===== config.mk =====
export PLATFORM = sky130hd
export DESIGN_NAME = alu_taylor_top
export DESIGN_NICKNAME = d
export VERILOG_FILES = /design/src/verilog/alu_taylor_pkg.sv /design/src/verilog/taylor_term_if.sv /design/src/verilog/alu_taylor_top.sv /design/src/verilog/alu_taylor_mac.sv /design/src/verilog/alu_taylor_coefs.sv /design/src/verilog/alu_taylor_power.sv /design/src/verilog/alu_taylor_seq.sv
export VERILOG_INCLUDE_DIRS = /design/src /design/src/verilog
export SDC_FILE = /design/constraint.sdc
export NUM_CORES = 2
export LEC_CHECK = 0
export ABC_AREA = 1
export ABC_CLOCK_PERIOD_IN_PS = 9800
export BUFFER_PORTS_ARGS = -buffer_cell sky130_fd_sc_hd__buf_2
export CAP_MARGIN = 20
export CORE_ASPECT_RATIO = 1.5
export CORE_MARGIN = 10
export CORE_UTILIZATION = 45
export CTS_BUF_LIST = sky130_fd_sc_hd__clkbuf_4 sky130_fd_sc_hd__clkbuf_8
export DETAILED_ROUTE_END_ITERATION = 10
export GPL_TIMING_DRIVEN = 0
export PLACE_DENSITY = 0.64
export SETUP_SLACK_MARGIN = 0.3
export SLEW_MARGIN = 20
export SYNTH_ARGS = -nofsm -noshare
export SYNTH_HDL_FRONTEND = slang
export SYNTH_SLANG_ARGS = --single-unit

===== constraint.sdc =====
create_clock -name clk -period 9.8 [get_ports clk]
set_input_delay 0.98 -clock clk [delete_from_list [all_inputs] [get_ports clk]]
set_output_delay 0.98 -clock clk [all_outputs]
set_load 0.01 [all_outputs]

===== src/verilog/alu_taylor_consts.svh =====
// widths, fixed point constants and series lengths; include wherever the taylor unit needs them
`ifndef ALU_TAYLOR_CONSTS_SVH
`define ALU_TAYLOR_CONSTS_SVH

// ------------------------------------------------------------
// number format
// ------------------------------------------------------------

// operand, power, coefficient and result width, Q1.16
`define ALU_FIXED_W 18
// fraction bits of every fixed point value
`define ALU_FRAC_W 16
// accumulator width, headroom for the sum of up to 12 terms
`define ALU_ACC_W 24
// term index width
`define ALU_IDX_W 4
// 1.0 in Q1.16
`define ALU_ONE 18'h10000

// ------------------------------------------------------------
// last term index per function
// ------------------------------------------------------------
`define ALU_LAST_SIN 4'd11
`define ALU_LAST_COS 4'd10
`define ALU_LAST_INV 4'd11

`endif

===== src/verilog/alu_taylor_pkg.sv =====
// types shared by the taylor unit stages; import into any module or interface that uses them
`include "alu_taylor_consts.svh"

package alu_taylor_pkg;

    // signed Q1.16 value, sign bit, one integer bit, 16 fraction bits
    typedef logic signed [`ALU_FIXED_W-1:0] fixed_t;

    // running sum, same fraction bits as fixed_t
    typedef logic signed [`ALU_ACC_W-1:0] acc_t;

    // series term number, 0 is the constant term
    typedef logic [`ALU_IDX_W-1:0] idx_t;

    // function codes as seen on function_sel
    typedef enum logic [1:0] {
        FUNC_SIN,
        FUNC_COS,
        FUNC_INV_1_PLUS_X,
        // unused code, result is zero
        FUNC_NONE
    } alu_func_t;

    // sequencer FSM
    typedef enum logic [1:0] {
        IDLE,
        ISSUE,
        WAIT_DONE,
        HOLD_ACK
    } seq_state_t;

endpackage


===== src/verilog/taylor_term_if.sv =====
// one series term per beat between pipeline stages; the upstream stage takes source, downstream sink
`timescale 1ns/100ps

interface taylor_term_if
    import alu_taylor_pkg::*;
();

    // single cycle beat marker, no ready since every stage takes a beat per cycle
    logic      valid;
    // function the term belongs to
    alu_func_t func;
    // term number n
    idx_t      idx;
    // set on the final term of a request
    logic      last;
    // x as latched from the client
    fixed_t    operand;
    // x^n, only meaningful after the power stage
    fixed_t    power;

    // upstream stage drives the whole beat
    modport source (
        output valid, func, idx, last, operand, power
    );

    // downstream stage only looks
    modport sink (
        input valid, func, idx, last, operand, power
    );

endinterface


===== src/verilog/alu_taylor_top.sv =====
// taylor series function unit top; client side req/ack with function select, operand and result
`timescale 1ns/100ps

module alu_taylor_top
    import alu_taylor_pkg::*;
(
    input  logic      clk,
    input  logic      rst_n,
    // four-phase request from the client
    input  logic      req,
    input  alu_func_t function_sel,
    input  fixed_t    operand,
    // result valid while ack is high
    output logic      ack,
    output fixed_t    result
);

    // ------------------------------------------------------------
    // stage links
    // ------------------------------------------------------------

    // sequencer to power stage, power field left idle
    taylor_term_if seq_term ();
    // power stage to mac
    taylor_term_if pow_term ();

    // mac tells the sequencer the result is in place
    logic done;

    // ------------------------------------------------------------
    // pipeline
    // ------------------------------------------------------------

    // handshake and index generation
    alu_taylor_seq seq_inst (
        .clk          (clk),
        .rst_n        (rst_n),
        .req          (req),
        .function_sel (function_sel),
        .operand      (operand),
        .done         (done),
        .ack          (ack),
        .term         (seq_term.source)
    );

    // running power x^n
    alu_taylor_power power_inst (
        .clk      (clk),
        .rst_n    (rst_n),
        .in_term  (seq_term.sink),
        .out_term (pow_term.source)
    );

    // coefficient multiply, sum and saturation
    alu_taylor_mac mac_inst (
        .clk    (clk),
        .rst_n  (rst_n),
        .term   (pow_term.sink),
        .done   (done),
        .result (result)
    );

endmodule


===== src/verilog/alu_taylor_mac.sv =====
// last pipeline stage; weights each power by its coefficient, sums the series and holds the result
`timescale 1ns/100ps
`include "alu_taylor_consts.svh"

module alu_taylor_mac
    import alu_taylor_pkg::*;
(
    input  logic        clk,
    input  logic        rst_n,
    taylor_term_if.sink term,
    output logic        done,
    output fixed_t      result
);

    // Q1.16 limits in accumulator format
    localparam acc_t sat_max = acc_t'((1 <<< (`ALU_FIXED_W - 1)) - 1);
    localparam acc_t sat_min = acc_t'(-(1 <<< (`ALU_FIXED_W - 1)));

    fixed_t coef;
    // Q2.32 product and the same scaled back to 16 fraction bits
    logic signed [2*`ALU_FIXED_W-1:0] prod;
    logic signed [2*`ALU_FIXED_W-1:0] prod_shr;
    acc_t   term_val;
    acc_t   acc;
    // last term went into acc on the previous edge
    logic   last_q;
    fixed_t sat_val;

    alu_taylor_coefs coefs_inst (
        .function_sel (term.func),
        .idx          (term.idx),
        .deriv_coef   (coef)
    );

    // ------------------------------------------------------------
    // product of power and coefficient
    // ------------------------------------------------------------
    assign prod     = term.power * coef;
    assign prod_shr = prod >>> `ALU_FRAC_W;
    // sign is already extended inside prod_shr, low bits are enough
    assign term_val = prod_shr[`ALU_ACC_W-1:0];

    // ------------------------------------------------------------
    // accumulator
    // ------------------------------------------------------------
    always_ff @(posedge clk) begin
        if (term.valid) begin
            // term 0 starts a fresh sum
            if (term.idx == '0) begin
                acc <= term_val;
            end else begin
                acc <= acc + term_val;
            end
        end
    end

    // clamp to the Q1.16 range, only hit outside the specified operands
    always_comb begin
        if (acc > sat_max) begin
            sat_val = sat_max[`ALU_FIXED_W-1:0];
        end else if (acc < sat_min) begin
            sat_val = sat_min[`ALU_FIXED_W-1:0];
        end else begin
            sat_val = acc[`ALU_FIXED_W-1:0];
        end
    end

    // ------------------------------------------------------------
    // result register and done pulse
    // ------------------------------------------------------------
    always_ff @(posedge clk) begin
        if (!rst_n) begin
            last_q <= 1'b0;
            done   <= 1'b0;
            result <= '0;
        end else begin
            last_q <= term.valid & term.last;
            done   <= last_q;
            // result only moves once per request, held for the handshake
            if (last_q) begin
                result <= sat_val;
            end
        end
    end

endmodule


===== src/verilog/alu_taylor_coefs.sv =====
// series coefficient lookup for the mac stage; f^(n)(0)/n! as a Q1.16 value from function and term
`timescale 1ns/100ps
`include "alu_taylor_consts.svh"

module alu_taylor_coefs
    import alu_taylor_pkg::*;
(
    input  alu_func_t function_sel,
    input  idx_t      idx,
    output fixed_t    deriv_coef
);

    // derivative at zero, only -1, 0 or +1 for these functions
    logic signed [1:0] deriv;
    // 1/n! in Q1.16
    fixed_t            inv_fact;
    // magnitude applied to the derivative
    fixed_t            mag;

    // ------------------------------------------------------------
    // derivative pattern, period four in n
    // ------------------------------------------------------------
    always_comb begin
        case (function_sel)
            FUNC_SIN: begin
                // 0, +1, 0, -1
                case (idx[1:0])
                    2'd1:    deriv = 2'sd1;
                    2'd3:    deriv = -2'sd1;
                    default: deriv = 2'sd0;
                endcase
            end
            FUNC_COS: begin
                // +1, 0, -1, 0
                case (idx[1:0])
                    2'd0:    deriv = 2'sd1;
                    2'd2:    deriv = -2'sd1;
                    default: deriv = 2'sd0;
                endcase
            end
            FUNC_INV_1_PLUS_X: begin
                // (-1)^n, factorial cancels out
                deriv = idx[0] ? -2'sd1 : 2'sd1;
            end
            default: deriv = 2'sd0;
        endcase
    end

    // ------------------------------------------------------------
    // inverse factorial table
    // ------------------------------------------------------------
    always_comb begin
        case (idx)
            4'd0:    inv_fact = 18'h10000;
            4'd1:    inv_fact = 18'h10000;
            4'd2:    inv_fact = 18'h08000;
            4'd3:    inv_fact = 18'h02AAB;
            4'd4:    inv_fact = 18'h00AAB;
            4'd5:    inv_fact = 18'h00222;
            4'd6:    inv_fact = 18'h0005B;
            4'd7:    inv_fact = 18'h0000D;
            4'd8:    inv_fact = 18'h00002;
            // 1/9! and beyond round to zero at 16 fraction bits
            default: inv_fact = 18'h00000;
        endcase
    end

    // only sin and cos need the factorial scaling
    assign mag = (function_sel == FUNC_INV_1_PLUS_X) ? fixed_t'(`ALU_ONE) : inv_fact;

    // apply sign, -1.0 still fits the format
    always_comb begin
        case (deriv)
            2'sd1:   deriv_coef = mag;
            -2'sd1:  deriv_coef = -mag;
            default: deriv_coef = '0;
        endcase
    end

endmodule


===== src/verilog/alu_taylor_power.sv =====
// second pipeline stage; builds x^n one multiply per beat and passes the term on a cycle later
`timescale 1ns/100ps
`include "alu_taylor_consts.svh"

module alu_taylor_power
    import alu_taylor_pkg::*;
(
    input  logic          clk,
    input  logic          rst_n,
    taylor_term_if.sink   in_term,
    taylor_term_if.source out_term
);

    logic      valid_q;
    alu_func_t func_q;
    idx_t      idx_q;
    logic      last_q;
    fixed_t    operand_q;
    // x^(n-1) from the previous beat
    fixed_t    pow_q;

    // Q2.32 product of previous power and x
    logic signed [2*`ALU_FIXED_W-1:0] prod;
    fixed_t                           pow_next;

    assign prod = pow_q * in_term.operand;

    // term 0 restarts the chain at 1.0, later terms drop the low fraction bits
    assign pow_next = (in_term.idx == '0) ? fixed_t'(`ALU_ONE)
                                          : prod[`ALU_FRAC_W +: `ALU_FIXED_W];

    // ------------------------------------------------------------
    // beat valid
    // ------------------------------------------------------------
    always_ff @(posedge clk) begin
        if (!rst_n) begin
            valid_q <= 1'b0;
        end else begin
            valid_q <= in_term.valid;
        end
    end

    // ------------------------------------------------------------
    // payload, one cycle through
    // ------------------------------------------------------------
    always_ff @(posedge clk) begin
        if (in_term.valid) begin
            func_q    <= in_term.func;
            idx_q     <= in_term.idx;
            last_q    <= in_term.last;
            operand_q <= in_term.operand;
            pow_q     <= pow_next;
        end
    end

    assign out_term.valid   = valid_q;
    assign out_term.func    = func_q;
    assign out_term.idx     = idx_q;
    assign out_term.last    = last_q;
    assign out_term.operand = operand_q;
    assign out_term.power   = pow_q;

endmodule


===== src/verilog/alu_taylor_seq.sv =====
// first pipeline stage; owns the client req/ack handshake and streams term indices into the pipe
`timescale 1ns/100ps
`include "alu_taylor_consts.svh"

module alu_taylor_seq
    import alu_taylor_pkg::*;
(
    input  logic          clk,
    input  logic          rst_n,
    input  logic          req,
    input  alu_func_t     function_sel,
    input  fixed_t        operand,
    input  logic          done,
    output logic          ack,
    taylor_term_if.source term
);

    // ------------------------------------------------------------
    // last index lookup
    // ------------------------------------------------------------

    // unknown code gets a single beat so the mac restarts at zero
    function automatic idx_t last_idx_of(input alu_func_t f);
        idx_t last_idx;
        case (f)
            FUNC_SIN:          last_idx = `ALU_LAST_SIN;
            FUNC_COS:          last_idx = `ALU_LAST_COS;
            FUNC_INV_1_PLUS_X: last_idx = `ALU_LAST_INV;
            default:           last_idx = '0;
        endcase
        return last_idx;
    endfunction

    seq_state_t state;
    logic       valid_q;
    alu_func_t  func_q;
    fixed_t     operand_q;
    idx_t       idx_q;
    idx_t       last_idx_q;
    logic       last_q;
    idx_t       idx_next;

    assign idx_next = idx_q + 1'b1;

    // ------------------------------------------------------------
    // handshake FSM
    // ------------------------------------------------------------
    always_ff @(posedge clk) begin
        if (!rst_n) begin
            state   <= IDLE;
            ack     <= 1'b0;
            valid_q <= 1'b0;
        end else begin
            case (state)
                IDLE: begin
                    // first beat goes out in the cycle after req is seen
                    if (req) begin
                        valid_q <= 1'b1;
                        state   <= ISSUE;
                    end
                end
                ISSUE: begin
                    // stop once the flagged beat has been on the bus
                    if (last_q) begin
                        valid_q <= 1'b0;
                        state   <= WAIT_DONE;
                    end
                end
                WAIT_DONE: begin
                    // result is registered in the mac by now
                    if (done) begin
                        ack   <= 1'b1;
                        state <= HOLD_ACK;
                    end
                end
                HOLD_ACK: begin
                    // ack held as long as the client keeps req up
                    if (!req) begin
                        ack   <= 1'b0;
                        state <= IDLE;
                    end
                end
                default: state <= IDLE;
            endcase
        end
    end

    // ------------------------------------------------------------
    // beat payload
    // ------------------------------------------------------------
    always_ff @(posedge clk) begin
        if (state == IDLE && req) begin
            // capture the request, start at term 0
            func_q     <= function_sel;
            operand_q  <= operand;
            last_idx_q <= last_idx_of(function_sel);
            idx_q      <= '0;
            last_q     <= (last_idx_of(function_sel) == '0);
        end else if (state == ISSUE && !last_q) begin
            idx_q  <= idx_next;
            last_q <= (idx_next == last_idx_q);
        end
    end

    assign term.valid   = valid_q;
    assign term.func    = func_q;
    assign term.idx     = idx_q;
    assign term.last    = last_q;
    assign term.operand = operand_q;
    // powers are formed downstream
    assign term.power   = '0;

endmodule


==> results.py <==
metrics = {
    "setup_path": {
        "critPathArrivalTime_ps": 9430,
        "timing.critical_path.from_type": "register",
        "path_max_fanout": 10,
        "worstSetupPathType": "register to register",
        "critical_path.top_delay_family": "adder cells",
        "critical_path.slowest_cell": "sky130_fd_sc_hd__clkbuf_1",
        "cpPeakStageDelay_ps": 850,
        "cpMostUsedCell": "sky130_fd_sc_hd__fa_1",
        "path_buf_inv": 5,
        "setup.worst_path.end_class": "register",
        "timing.critical_path.required_ps": 10070,
    },
    "placement": {
        "gpl.final_weighted_congestion": 1.02,
        "post-dp-hpwl_mm": 75.6,
        "preCtsSetupSlack_ps": -275,
        "port_buffers": 41,
    },
    "grt": {
        "antenna_violations_before_repair": 1,
        "global_route_wire_length_before_repair_mm": 140,
        "globalRouteTotalUtil": 0.239,
        "number_of_global_route_vias_before_repair": 25500,
        "grt_start_max_net_pins": 27,
        "global_route.overflow_total": 0,
    },
    "clocking": {
        "cts_max_level": 3,
        "clkSinkCount": 110,
        "holdBufCountCts": 0,
        "clkTransAtPathRegs_ps": 160,
        "clkLatencyLatePin_ps": 510,
        "cts.root.buffer_cell": "sky130_fd_sc_hd__clkbuf_8",
        "cts_tree": "built",
        "number_of_buffers_inserted_during_clock_tree_synthesis": 9,
        "maximum_root_to_sink_buffer_count": 2,
    },
    "sta": {
        "fin_skew_ps": 47.3,
        "timing_hold_violations_final": 0,
        "minimum_period_implied_by_the_final_worst_setup_slack_ps": 9160,
        "max_clock_freq_ghz": 0.109,
        "final_max_slew_viol_count": 0,
        "post-route-worst-setup-slack_ps": 640,
        "layout_worst_path_cycle_share": 0.935,
        "tightest_slew_ps": 1050,
        "setup-violations-final": 0,
        "max-slew-margin-rel": 0.303,
        "unrepaired_setup_endpoints_after_global_routing": "yes",
    },
    "routing": {
        "routed-via-count": 23200,
        "route.antenna.remaining_nets": 0,
        "first_iter_violations": 1354,
        "dr.pass1.iters": 5,
        "vias_per_cell": 5.15,
        "drcViolationCount": 0,
        "totalWireLength_mm": 88.5,
        "avgRoutedWirePerCell_um": 19.7,
    },
    "yosys": {
        "synth-xor-area-share": 0.0139,
        "synth_fa_ha_area_frac": 0.526,
        "yosys-top-cells-area": "sky130_fd_sc_hd__fa_1 (44%), sky130_fd_sc_hd__inv_1 (12%), sky130_fd_sc_hd__nand2_1 (9.5%)",
        "dominant_combinational_cell_family_by_area_after_synthesis": "adder cells",
        "synth-warning-count": 0,
        "synth_simple_gate_area_frac": 0.161,
        "syn-num-nets": 4434,
        "ys_ff_latch": 110,
        "synth.cell_area_um2": 29300,
        "synth_cell_type_count": 55,
        "yosys.area.top_type": "sky130_fd_sc_hd__fa_1",
        "compound_gate_fraction_of_synth_area": 0.0576,
        "ys_async_sr_fraction": 0,
        "synth_seq_area_share": 0.0996,
        "area_share_of_the_largest_cell_type_after_synthesis": 0.439,
        "cells_after_synth": 3563,
        "synth_edf_count": 72,
        "synth_ff_type": "sky130_fd_sc_hd__edfxtp_1",
        "proportion_of_synthesized_area_in_mux_cells": 0,
        "synth.avg_cell_area_um2": 8.24,
    },
    "die": {
        "floorplan.die.width_um": 229,
        "floorplan.initialDensity": 0.454,
        "design.portCount": 42,
        "floorplan.core_area_um2": 64600,
        "die_area_um2": 76000,
        "std_cell_rows": 114,
        "die_h_um": 333,
    },
    "cells_and_area": {
        "finish.net_count": 4499,
        "syn2layout_area_growth_pct": 6.44,
        "fillCellCount": 6349,
        "layout-drive-gt1-share": 0.0559,
    },
    "flow_run": {
        "max_cap_violations": 0,
    },
    "hold_path": {
        "timing.hold.worst.class": "register to register",
    },
    "run_status": {
        "run_status": "finished, final reports clean",
    },
}
[cell usage in the layout, fill, tap and decap left out, drive strengths merged, types with 3 or more instances in the layout]
cell type / instances
a21boi: 5
a21o: 6
a21oi: 134
a221oi: 3
a31oi: 8
and2: 8
buf: 81
clkbuf: 102
clkinv: 12
clkinvlp: 7
dfxtp: 38
edfxtp: 72
fa: 643
ha: 205
inv: 959
nand2: 755
nand3: 90
nand3b: 8
nand4: 13
nor2: 263
nor3: 15
nor4: 5
o211ai: 3
o21a: 15
o21ai: 113
o21bai: 8
or2: 6
xnor2: 23
xor2: 22
[logic make-up (layout without fill, tap and decap cells)]
family,after synthesis,in the layout
compound gates,305,305
xor+xnor,45,45
fa+ha+maj,848,848
buf+inv,1091,1161
flops,110,110
other cells,0,1
simple gates,1164,1164
[routing by layer]
layer  track usage  up-vias  share of wire
met5             0        -              0
met4         0.182        0          0.093
met3        0.0298      348          0.051
met2         0.440      800           0.52
met1         0.241    11500           0.34
li1              -    10500              -
[area by class of cell]
cell class / instances / area, um^2 / area share
inverters: 971 / 3680 / 0.118
flip-flops and latches: 110 / 2930 / 0.0937
clock buffers: 9 / 124 / 0.00397
repair buffers: 54 / 315 / 0.0101
well taps: 870 / 1090 / 0.0348
plain buffers: 120 / 531 / 0.0170
clock inverters: 7 / 88.8 / 0.00284
multi-input cells: 2362 / 22500 / 0.720
diodes: 1 / 2.50 / 0.0000801
[what timing repair did]
action | CTS | global route
resized for setup | 16 | 67
endpoints found under the setup margin | 14 | 13
pin swaps | 0 | 9
setup buffers | 0 | 13
[registers in the layout, summed over array words and instances, names as in the netlist, 2 cells and up]
signal / cells
seq_inst.last_idx_q: 2
mac_inst.result: 18
power_inst.out_term.power: 18
seq_inst.term.operand: 18
mac_inst.acc: 24
seq_inst.term.func: 2
power_inst.out_term.func: 2
seq_inst.state: 2
power_inst.out_term.idx: 4
seq_inst.term.idx: 4
mac_inst.coefs_inst.inv_fact: 9
[stage by stage]
| stage | area [um^2] | utilization | TNS (ps) | hold WS [ps] | std cells |
|---|---|---|---|---|---|
| floorplan | 29300 | - | 0 | 400 | 3563 |
| global placement | 30600 | 0.474 | -1160 | 405 | 4474 |
| detailed placement | 30600 | 0.474 | -465 | 405 | 4474 |
| CTS | 30900 | 0.478 | 0 | 437 | 4490 |
| global route | 31200 | 0.483 | 0 | 460 | 4504 |
| finish | 31200 | 0.483 | 0 | 436 | 4504 |
[final timing paths]
check                                                  start                           to  slack [ps]  depth (start not counted)
worst max register to register  power_inst.out_term.power[9]             mac_inst.acc[23]         640                         31
worst max-delay path            power_inst.out_term.power[9]             mac_inst.acc[23]         640                         31
worst min register to register         seq_inst.term.func[1]  power_inst.out_term.func[1]         440                          0
worst min-delay path                   seq_inst.term.func[1]  power_inst.out_term.func[1]         440                          0
[synthesized netlist by cell type, types with 22 or more instances]
cell                       count
sky130_fd_sc_hd__inv_1       951
sky130_fd_sc_hd__nand2_1     743
sky130_fd_sc_hd__fa_1        643
sky130_fd_sc_hd__nor2_1      252
sky130_fd_sc_hd__ha_1        205
sky130_fd_sc_hd__a21oi_1     133
sky130_fd_sc_hd__o21ai_0     107
sky130_fd_sc_hd__clkbuf_1     91
sky130_fd_sc_hd__nand3_1      84
sky130_fd_sc_hd__edfxtp_1     72
sky130_fd_sc_hd__dfxtp_1      38
sky130_fd_sc_hd__xnor2_1      22
Power is left out: the tool's default activity adds up to more than one toggle a clock period on the data nets, which glitch-free logic cannot reach.
